==> src/logic/rvDefs_cfg.svh <==
/*
 * RV32I execute stage configuration
 * opcode, funct, immediate format, write-back and access size codes
 */
`ifndef RV_DEFS_CFG_SVH
`define RV_DEFS_CFG_SVH

`define XLEN 32

`define OPC_COMPUTE  7'b0110011 // register-register ops
`define OPC_ICOMPUTE 7'b0010011 // register-immediate ops
`define OPC_BRANCH   7'b1100011
`define OPC_LOAD     7'b0000011
`define OPC_STORE    7'b0100011
`define OPC_JAL      7'b1101111
`define OPC_JALR     7'b1100111
`define OPC_LUI      7'b0110111
`define OPC_AUIPC    7'b0010111

`define F7_BASE 7'b0000000 // add, srl and the rest
`define F7_ALT  7'b0100000 // sub, sra

`define F3_ADD  3'b000
`define F3_SLL  3'b001
`define F3_SLT  3'b010
`define F3_SLTU 3'b011
`define F3_XOR  3'b100
`define F3_SR   3'b101 // srl or sra, picked by funct7
`define F3_OR   3'b110
`define F3_AND  3'b111

`define F3_BEQ  3'b000
`define F3_BNE  3'b001
`define F3_BLT  3'b100
`define F3_BGE  3'b101
`define F3_BLTU 3'b110
`define F3_BGEU 3'b111

`define IMM_R  3'b000 // no immediate
`define IMM_I  3'b001
`define IMM_S  3'b010
`define IMM_B  3'b011
`define IMM_U  3'b100
`define IMM_J  3'b101
`define IMM_SI 3'b110 // shift amount, zero extended

`define WB_ALU  2'b00
`define WB_NONE 2'b01 // loads, stores, branches write back zero
`define WB_PC4  2'b10 // link value
`define WB_IMM  2'b11

`define SIZE_BYTE 2'b00
`define SIZE_HALF 2'b01
`define SIZE_WORD 2'b10

`endif
==> src/logic/rvPkg.sv <==
/*
 * rvPkg
 * shared field types and bundles of the RV32I execute stage
 */
`include "rvDefs_cfg.svh"

package rvPkg;

    typedef logic [`XLEN-1:0] word_t;   // data or address word
    typedef logic [4:0]       regIdx_t; // register index
    typedef logic [6:0]       opcode_t;
    typedef logic [2:0]       funct3_t;
    typedef logic [2:0]       immSel_t; // IMM_* codes
    typedef logic [1:0]       wbSel_t;  // WB_* codes
    typedef logic [1:0]       memSize_t; // SIZE_* codes

    // decoded control, one per instruction
    typedef struct packed {
        immSel_t  immSel;
        wbSel_t   wbSel;
        logic     aluSrcPc;  // operand a is pc, else rs1
        logic     aluSrcImm; // operand b is imm, else rs2
        logic     isBranch;  // conditional branch
        logic     isJump;    // jal or jalr, always taken
        logic     rdWrite;
        logic     memRead;
        logic     memWrite;
        memSize_t memSize;
        logic     illegal;   // bad opcode or funct3
    } ctrl_t;

    // registered stage output
    typedef struct packed {
        word_t    wbData;
        regIdx_t  rdAddr;
        logic     rdWrite;
        word_t    nextPc;
        logic     memRead;
        logic     memWrite;
        word_t    memAddr;
        memSize_t memSize;
        word_t    storeData;
        logic     halt;
    } exResult_t;

endpackage

==> src/logic/executeStage.sv <==
/*
 * executeStage
 * registered RV32I execute stage, one instruction in and one result out per cycle
 */
`timescale 1ns/1ps
`include "rvDefs_cfg.svh"

module executeStage (
    input  logic             clk,
    input  logic             reset,
    input  logic             inValid,
    input  rvPkg::word_t     instWord,
    input  rvPkg::word_t     pc,
    input  rvPkg::word_t     rs1Data,
    input  rvPkg::word_t     rs2Data,
    output logic             outValid,
    output rvPkg::exResult_t result
);
    import rvPkg::*;

    ctrl_t     ctrl;
    word_t     imm;
    regIdx_t   rdAddr;
    word_t     aluA, aluB, aluOut;
    logic      aluIllegal;
    word_t     nextPc;
    logic      targetMisaligned;
    logic      memMisaligned;
    logic      halt;
    word_t     pcPlus4;
    word_t     wbData;
    exResult_t resNext;

    instDecoder decoder (.instWord(instWord), .ctrl(ctrl), .imm(imm), .rdAddr(rdAddr));

    assign aluA = ctrl.aluSrcPc ? pc : rs1Data;
    assign aluB = ctrl.aluSrcImm ? imm : rs2Data;

    intAlu alu (
        .opcode(instWord[6:0]), .funct3(instWord[14:12]), .funct7(instWord[31:25]),
        .opA(aluA), .opB(aluB), .aluOut(aluOut), .aluIllegal(aluIllegal)
    );

    branchResolver branch (
        .ctrl(ctrl), .funct3(instWord[14:12]), .rs1Data(rs1Data), .rs2Data(rs2Data),
        .aluOut(aluOut), .pc(pc), .nextPc(nextPc), .targetMisaligned(targetMisaligned)
    );

    assign pcPlus4 = pc + 32'd4;

    always_comb begin
        case (ctrl.wbSel)
            `WB_ALU: wbData = aluOut;
            `WB_PC4: wbData = pcPlus4; // jal, jalr link
            `WB_IMM: wbData = imm;     // lui
            default: wbData = '0;      // loads, stores, branches
        endcase
    end

    // byte access never faults
    assign memMisaligned = (ctrl.memRead || ctrl.memWrite) &&
                           ((ctrl.memSize == `SIZE_HALF && aluOut[0]) ||
                            (ctrl.memSize == `SIZE_WORD && aluOut[1:0] != 2'b00));

    assign halt = ctrl.illegal || aluIllegal || memMisaligned || targetMisaligned;

    always_comb begin
        resNext.wbData    = wbData;
        resNext.rdAddr    = rdAddr;
        resNext.rdWrite   = inValid && ctrl.rdWrite && !halt; // halted op has no side effect
        resNext.nextPc    = nextPc;
        resNext.memRead   = inValid && ctrl.memRead && !halt;
        resNext.memWrite  = inValid && ctrl.memWrite && !halt;
        resNext.memAddr   = aluOut;
        resNext.memSize   = ctrl.memSize;
        resNext.storeData = rs2Data;
        resNext.halt      = inValid && halt; // idle cycles never flag
    end

    always_ff @(posedge clk) begin
        if (reset) begin
            outValid         <= 1'b0;
            result.rdWrite   <= 1'b0;
            result.memRead   <= 1'b0;
            result.memWrite  <= 1'b0;
            result.halt      <= 1'b0;
        end else begin
            outValid <= inValid; // one cycle latency, no back-pressure
            result   <= resNext;
        end
    end

    // a faulting store must not reach memory
    assert property (@(posedge clk) disable iff (reset) result.halt |-> !result.memWrite);

    // fall-through target is only aligned for an aligned pc
    assert property (@(posedge clk) disable iff (reset) inValid |-> pc[1:0] == 2'b00);

endmodule

==> src/logic/branchResolver.sv <==
/*
 * branchResolver
 * branch condition, next pc choice and taken-target alignment check
 */
`timescale 1ns/1ps
`include "rvDefs_cfg.svh"

module branchResolver (
    input  rvPkg::ctrl_t   ctrl,
    input  rvPkg::funct3_t funct3,
    input  rvPkg::word_t   rs1Data,
    input  rvPkg::word_t   rs2Data,
    input  rvPkg::word_t   aluOut,
    input  rvPkg::word_t   pc,
    output rvPkg::word_t   nextPc,
    output logic           targetMisaligned
);
    import rvPkg::*;

    logic  cond;   // compare result for the branch funct3
    logic  taken;
    word_t pcPlus4;

    always_comb begin
        case (funct3)
            `F3_BEQ:  cond = (rs1Data == rs2Data);
            `F3_BNE:  cond = (rs1Data != rs2Data);
            `F3_BLT:  cond = ($signed(rs1Data) < $signed(rs2Data));
            `F3_BGE:  cond = ($signed(rs1Data) >= $signed(rs2Data));
            `F3_BLTU: cond = (rs1Data < rs2Data);
            `F3_BGEU: cond = (rs1Data >= rs2Data);
            default:  cond = 1'b0; // decoder flags these as illegal
        endcase
    end

    assign taken   = ctrl.isJump || (ctrl.isBranch && cond);
    assign pcPlus4 = pc + 32'd4;
    assign nextPc  = taken ? aluOut : pcPlus4; // alu holds pc+imm or rs1+imm

    // only a taken target can fault, fall-through is always aligned
    assign targetMisaligned = taken && (aluOut[1:0] != 2'b00);

endmodule

==> src/logic/intAlu.sv <==
/*
 * intAlu
 * RV32I integer ALU with funct7 legality, plain adder for non-compute ops
 */
`timescale 1ns/1ps
`include "rvDefs_cfg.svh"

module intAlu (
    input  rvPkg::opcode_t opcode,
    input  rvPkg::funct3_t funct3,
    input  logic [6:0]     funct7,
    input  rvPkg::word_t   opA,
    input  rvPkg::word_t   opB,
    output rvPkg::word_t   aluOut,
    output logic           aluIllegal
);
    import rvPkg::*;

    logic  isReg;      // r-type
    logic  isCompute;  // r-type or i-type compute
    logic  f7Checked;  // funct7 field carries meaning
    logic  altAllowed; // 0100000 is a valid funct7 here
    logic  useAlt;
    logic  [4:0] shamt;
    word_t sum;

    assign isReg     = (opcode == `OPC_COMPUTE);
    assign isCompute = isReg || (opcode == `OPC_ICOMPUTE);
    assign shamt     = opB[4:0];

    // for i-type only the shift forms keep funct7 out of the immediate
    assign f7Checked  = isReg || funct3 == `F3_SLL || funct3 == `F3_SR;
    assign altAllowed = (funct3 == `F3_SR) || (isReg && funct3 == `F3_ADD);
    assign aluIllegal = isCompute && f7Checked &&
                        !(funct7 == `F7_BASE || (altAllowed && funct7 == `F7_ALT));
    assign useAlt     = (funct7 == `F7_ALT);

    assign sum = (isReg && funct3 == `F3_ADD && useAlt) ? opA - opB : opA + opB; // sub

    always_comb begin
        aluOut = sum; // address and target math for everything else
        if (isCompute) begin
            case (funct3)
                `F3_ADD:  aluOut = sum;
                `F3_SLL:  aluOut = opA << shamt;
                `F3_SLT:  aluOut = {31'b0, $signed(opA) < $signed(opB)};
                `F3_SLTU: aluOut = {31'b0, opA < opB};
                `F3_XOR:  aluOut = opA ^ opB;
                `F3_SR:   aluOut = useAlt ? word_t'($signed(opA) >>> shamt) // sra
                                          : opA >> shamt;                   // srl
                `F3_OR:   aluOut = opA | opB;
                default:  aluOut = opA & opB; // and
            endcase
        end
    end

endmodule

==> src/logic/instDecoder.sv <==
/*
 * instDecoder
 * opcode to control bundle, immediate generation, illegal encoding check
 */
`timescale 1ns/1ps
`include "rvDefs_cfg.svh"

module instDecoder (
    input  rvPkg::word_t   instWord,
    output rvPkg::ctrl_t   ctrl,
    output rvPkg::word_t   imm,
    output rvPkg::regIdx_t rdAddr
);
    import rvPkg::*;

    opcode_t opcode;
    funct3_t funct3;

    assign opcode = instWord[6:0];
    assign funct3 = instWord[14:12];
    assign rdAddr = instWord[11:7]; // rd sits in the same place for every format

    always_comb begin
        ctrl = '0;                     // nothing enabled by default
        ctrl.immSel  = `IMM_R;
        ctrl.wbSel   = `WB_NONE;
        ctrl.memSize = `SIZE_BYTE;
        case (opcode)
            `OPC_COMPUTE: begin
                ctrl.rdWrite = 1'b1;
                ctrl.wbSel   = `WB_ALU;
            end
            `OPC_ICOMPUTE: begin
                if (funct3 == `F3_SLL || funct3 == `F3_SR)
                    ctrl.immSel = `IMM_SI; // shamt only
                else
                    ctrl.immSel = `IMM_I;
                ctrl.aluSrcImm = 1'b1;
                ctrl.rdWrite   = 1'b1;
                ctrl.wbSel     = `WB_ALU;
            end
            `OPC_LOAD: begin
                ctrl.immSel    = `IMM_I;
                ctrl.aluSrcImm = 1'b1;  // rs1 + offset
                ctrl.rdWrite   = 1'b1;  // data comes back from memory later
                ctrl.memRead   = 1'b1;
                case (funct3)
                    3'b000, 3'b100: ctrl.memSize = `SIZE_BYTE; // lb, lbu
                    3'b001, 3'b101: ctrl.memSize = `SIZE_HALF; // lh, lhu
                    3'b010:         ctrl.memSize = `SIZE_WORD; // lw
                    default:        ctrl.illegal = 1'b1;
                endcase
            end
            `OPC_STORE: begin
                ctrl.immSel    = `IMM_S;
                ctrl.aluSrcImm = 1'b1;
                ctrl.memWrite  = 1'b1;
                case (funct3)
                    3'b000:  ctrl.memSize = `SIZE_BYTE; // sb
                    3'b001:  ctrl.memSize = `SIZE_HALF; // sh
                    3'b010:  ctrl.memSize = `SIZE_WORD; // sw
                    default: ctrl.illegal = 1'b1;
                endcase
            end
            `OPC_BRANCH: begin
                ctrl.immSel    = `IMM_B;
                ctrl.aluSrcPc  = 1'b1;  // alu forms pc + offset
                ctrl.aluSrcImm = 1'b1;
                ctrl.isBranch  = 1'b1;
                ctrl.illegal   = (funct3 == 3'b010) || (funct3 == 3'b011); // no such compare
            end
            `OPC_JAL: begin
                ctrl.immSel    = `IMM_J;
                ctrl.aluSrcPc  = 1'b1;
                ctrl.aluSrcImm = 1'b1;
                ctrl.isJump    = 1'b1;
                ctrl.rdWrite   = 1'b1;
                ctrl.wbSel     = `WB_PC4; // link
            end
            `OPC_JALR: begin
                ctrl.immSel    = `IMM_I;
                ctrl.aluSrcImm = 1'b1;  // rs1 + offset
                ctrl.isJump    = 1'b1;
                ctrl.rdWrite   = 1'b1;
                ctrl.wbSel     = `WB_PC4;
            end
            `OPC_LUI: begin
                ctrl.immSel  = `IMM_U;
                ctrl.rdWrite = 1'b1;
                ctrl.wbSel   = `WB_IMM; // alu result unused
            end
            `OPC_AUIPC: begin
                ctrl.immSel    = `IMM_U;
                ctrl.aluSrcPc  = 1'b1;
                ctrl.aluSrcImm = 1'b1;
                ctrl.rdWrite   = 1'b1;
                ctrl.wbSel     = `WB_ALU;
            end
            default: ctrl.illegal = 1'b1; // unknown opcode
        endcase
    end

    always_comb begin
        case (ctrl.immSel)
            `IMM_I:  imm = {{20{instWord[31]}}, instWord[31:20]};
            `IMM_S:  imm = {{20{instWord[31]}}, instWord[31:25], instWord[11:7]};
            `IMM_B:  imm = {{20{instWord[31]}}, instWord[7], instWord[30:25],
                            instWord[11:8], 1'b0};
            `IMM_U:  imm = {instWord[31:12], 12'b0};
            `IMM_J:  imm = {{12{instWord[31]}}, instWord[19:12], instWord[20],
                            instWord[30:21], 1'b0};
            `IMM_SI: imm = {27'b0, instWord[24:20]}; // shift amount
            default: imm = '0;                       // r-type
        endcase
    end

    // a memory op is either a read or a write, never both
    assert property (@(ctrl) !(ctrl.memRead && ctrl.memWrite));

endmodule

==> config.mk <==
export PLATFORM = sky130hd
export DESIGN_NAME = executeStage
export DESIGN_NICKNAME = d
export VERILOG_FILES = /design/src/logic/rvPkg.sv /design/src/logic/executeStage.sv /design/src/logic/branchResolver.sv /design/src/logic/intAlu.sv /design/src/logic/instDecoder.sv
export VERILOG_INCLUDE_DIRS = /design/src /design/src/logic
export SDC_FILE = /design/constraint.sdc
export NUM_CORES = 1
export LEC_CHECK = 0
export BUFFER_PORTS_ARGS = -buffer_cell sky130_fd_sc_hd__buf_2
export CAP_MARGIN = 20
export CORE_ASPECT_RATIO = 1.75
export CORE_MARGIN = 2
export CORE_UTILIZATION = 41
export CTS_CLUSTER_DIAMETER = 30
export DETAILED_ROUTE_END_ITERATION = 10
export MAX_ROUTING_LAYER = met4
export SYNTH_ARGS = -nofsm -noshare
export SYNTH_HDL_FRONTEND = slang
export SYNTH_SLANG_ARGS = --single-unit
==> constraint.sdc <==
create_clock -name clk -period 6.2 [get_ports clk]
set_input_delay 0.62 -clock clk [delete_from_list [all_inputs] [get_ports clk]]
set_output_delay 0.62 -clock clk [all_outputs]
set_load 0.02 [all_outputs]
==> flow_summary.rst <==
.. list-table::
   :header-rows: 1

   * - Metric
     - Value
   * - Vias per cell
     - 6.58
   * - Critical Path Slowest Stage Cell
     - sky130_fd_sc_hd__a211oi_1
   * - CP Max Fanout
     - 16
   * - Clock slew at reported path FFs
     - 0.08 ns
   * - Synthesized-area fraction occupied by ao, oa, aoi and oai cells
     - 26.6%
   * - Height of the chip
     - 274 um
   * - Post-route standard cell area excluding fillers
     - 20,600 sq um
   * - Clk sinks
     - 140
   * - Number of flops mapped to enable cells by yosys
     - 135
   * - Via count of the first global-routing pass
     - 19,321
   * - Layout cells sized above 1
     - 24.4%
   * - Share of the synthesized netlist area taken by xor and xnor gates
     - 2.99%
   * - Number of placed cells counting well taps
     - 2,959
   * - Proportion of register bits with asynchronous set or reset after synthesis
     - 0%
   * - Placeable core region
     - 41,000 sq um
   * - Fmax achieved
     - 0.172 GHz
   * - Num CTS Buffers
     - 17
   * - Synth warn
     - 0
   * - Fin crit period
     - 5.82 ns
   * - Number of standard-cell rows in the floorplan
     - 98
   * - Mux contribution to synthesized area
     - 13.2%
   * - Most common cell after layout, fill and taps aside
     - sky130_fd_sc_hd__buf_2
   * - Final total negative setup slack
     - 0 ns
   * - H-tree depth reported by CTS
     - 4
   * - Slew Limit Fails
     - 0
   * - Slew headroom
     - 19.5%
   * - Result of the run
     - finished clean
   * - CTS tree
     - built
   * - Post-DRT Antenna Nets
     - 0
   * - Period Utilization, post-route
     - 93.9%
   * - Flip-flop and latch count after synthesis
     - 140
   * - Crit path DAT
     - 5.98 ns
   * - Horizontal die dimension
     - 158 um
   * - Number of buffers inserted by hold repair at cts
     - 0
   * - Crit path largest cell delay
     - 0.56 ns
   * - Port Buffer Count
     - 270
   * - Post-layout instance count excluding filler cells
     - 2,994
   * - Number of violations of the max-capacitance limit
     - 0
   * - Share of synthesized area occupied by flip-flops and latches
     - 24.4%
   * - Die area
     - 43,200 sq um
   * - Worst setup path class
     - primary input to register
   * - Initial antenna violation count
     - 2
   * - VDD IR max
     - 161 uV
   * - Setup-failing EPs final
     - 0
   * - Global-route wire length before repair
     - 136 mm
   * - Clk buf depth
     - 2
   * - WL per Instance
     - 32.4 um
   * - Total nets after synthesis
     - 2,338
   * - Area growth from synthesis to layout
     - 21.0%
   * - Leading cell types in the layout, fill and taps excluded
     - sky130_fd_sc_hd__buf_2, sky130_fd_sc_hd__nand2_1, sky130_fd_sc_hd__buf_4
   * - Post-synth design cell area
     - 17,000 sq um
   * - Initial cell density of the core
     - 41.5%
   * - Number of DRC markers in iteration 0
     - 2,042
   * - HP Start
     - rs2Data[6]
   * - Transition at the pin with the smallest max-transition slack
     - 1.20 ns
   * - Most used cell along the critical path
     - sky130_fd_sc_hd__buf_4
   * - Nature of the critical path endpoint
     - register
   * - WP data required
     - 6.36 ns
   * - Sum of net half-perimeters after detailed placement
     - 78.7 mm
   * - Maximum number of pins on one net before global-route repair
     - 79
   * - Routed WL
     - 97.1 mm
   * - Hold Path Class
     - primary input to register
   * - First element of the critical path
     - instWord[5]
   * - Global-route usage over all layers
     - 45.4%
   * - Unrepaired setup endpoints after global routing
     - no
   * - Root buffer selected by CTS
     - sky130_fd_sc_hd__clkbuf_16
   * - Io pins
     - 271
   * - Cells traversed along the worst timing path
     - buf_2 -> and2b_1 -> and2_1 -> nor2b_1 -> nand2b_1 -> buf_4 -> nand2_1 -> o21ai_0 -> buf_4 -> ha_1 -> nor2b_1 -> o221ai_1 -> a211oi_1 -> a21oi_1 -> o311ai_0 -> buf_4 -> nand2b_1 -> o41a_1 -> o31ai_1 -> mux2i_1 -> buf_4 -> nor3_1 -> a21oi_1
   * - Synthesized instance count
     - 2,075
   * - Power Density
     - 204 nW/um^2
   * - Placement Cell Area
     - 20,000 sq um
   * - Post-CTS setup buffer count
     - 0
   * - Simple logic cell fraction of the synthesized area
     - 15.8%
   * - Remaining design rule violation count
     - 0
   * - Adder-Cell Fraction of Synth Area
     - 9.79%
   * - Type of element launching the critical path
     - primary input
   * - Leakage
     - 9.08 nW
   * - Total gr overflow
     - 0
   * - Drt first pass iters
     - 8
   * - Vias
     - 19,707
   * - Combinational family with the most area after synthesis
     - compound AO/OA/AOI/OAI gates
   * - Number of hold-slack violations in the final timing report
     - 0
   * - Prevailing post-synth register cell
     - sky130_fd_sc_hd__edfxtp_1
   * - GPL Wtd Cong
     - 1.12
   * - Count of unique library cells instantiated by Yosys
     - 99
   * - NumNets Final
     - 2,692
   * - Average size of a mapped cell
     - 8.20 sq um
   * - Resized Gates After CTS
     - 0
cell usage after synthesis, types with 14 or more instances:
cell,instances,share of area [%]
sky130_fd_sc_hd__nor2_1,130,2.9
sky130_fd_sc_hd__o221ai_1,15,0.77
sky130_fd_sc_hd__a22oi_1,16,0.71
sky130_fd_sc_hd__nor3_1,33,0.97
sky130_fd_sc_hd__a21oi_1,190,5.6
sky130_fd_sc_hd__a21o_1,20,0.88
sky130_fd_sc_hd__xnor2_1,36,1.9
sky130_fd_sc_hd__o21ai_1,18,0.53
sky130_fd_sc_hd__nand4_1,19,0.70
sky130_fd_sc_hd__inv_1,148,3.3
sky130_fd_sc_hd__xor2_1,22,1.1
sky130_fd_sc_hd__buf_1,16,0.35
sky130_fd_sc_hd__clkbuf_1,78,1.7
sky130_fd_sc_hd__a31oi_1,22,0.81
sky130_fd_sc_hd__o211ai_1,32,1.4
sky130_fd_sc_hd__nor4_1,14,0.51
sky130_fd_sc_hd__edfxtp_1,135,24
sky130_fd_sc_hd__mux2_2,30,2.0
sky130_fd_sc_hd__mux2i_1,164,9.6
sky130_fd_sc_hd__nand2_1,203,4.5
sky130_fd_sc_hd__or3_1,16,0.59
sky130_fd_sc_hd__nand2b_1,16,0.59
sky130_fd_sc_hd__o22ai_1,29,1.1
sky130_fd_sc_hd__nand3_1,51,1.5
sky130_fd_sc_hd__buf_2,22,0.65
sky130_fd_sc_hd__o21ai_0,138,4.1
sky130_fd_sc_hd__and3_1,15,0.55
sky130_fd_sc_hd__o31ai_1,20,0.88
sky130_fd_sc_hd__ha_1,130,9.6
sky130_fd_sc_hd__a211oi_1,26,1.1
through the flow:
| stage | utilization, % | power [mW] | worst slack [ns] | hold WS (ns) |
|---|---|---|---|---|
| 6_report | 50.3 | 4.20 | 0.375 | 0.365 |
| 5_1_grt | 50.3 | 4.32 | 0.0157 | 0.364 |
| 4_1_cts | 50.2 | 4.13 | 0.536 | 0.361 |
| 3_5_place_dp | 48.8 | 3.12 | 0.119 | 0.815 |
| 3_3_place_gp | 48.8 | 3.11 | 0.173 | 0.814 |
| 2_1_floorplan | - | 2.27 | 0.776 | 0.719 |
final timing paths:
check | endpoint | slack (ns) | depth (start not counted)
max | result[100]$_DFFE_PN_ | 0.38 | 23
min | result[7]$_DFFE_PN_ | 0.36 | 1
worst max-delay path, delay by kind of cell:
kind	cells	cell delay, ns
buf+inv	5	0.99
simple gates	8	1.79
mux	1	0.16
fa+ha+maj	1	0.30
compound gates	8	2.10
power by group:
group	switching [mW]	internal (mW)
Combinational	1.32	0.679
Clock	0.461	0.566
Sequential	0.0258	1.15
layout make-up:
cell class / instances / area [sq um]
antenna: 3 / 7.51
timing repair buffer: 468 / 2870
inverter: 157 / 597
sequential: 140 / 4150
clock buffer: 17 / 425
fill: 4088 / 20400
multi-input combinational: 1645 / 11700
clock inverter: 14 / 150
tap: 550 / 688
sequential cells by signal (all words and copies together) (netlist names):
signal / flops
outValid: 1
result: 139
routing by layer:
| layer | share of wire [%] | track usage [%] |
|---|---|---|
| met5 | 0 | - |
| met1 | 33 | 46.4 |
| met4 | 12 | 41.7 |
| met3 | 8.2 | 8.12 |
| met2 | 47 | 72.9 |
cells by family after synthesis:
kind of cell,after synthesis
XOR/XNOR,58
buffers and inverters,290
multiplexers,208
flip-flops,140
adder cells (fa/ha/maj),132
AO/OA/AOI/OAI,683
AND/OR/NAND/NOR,564
No activity file was read; power rests on OpenSTA's default activity.
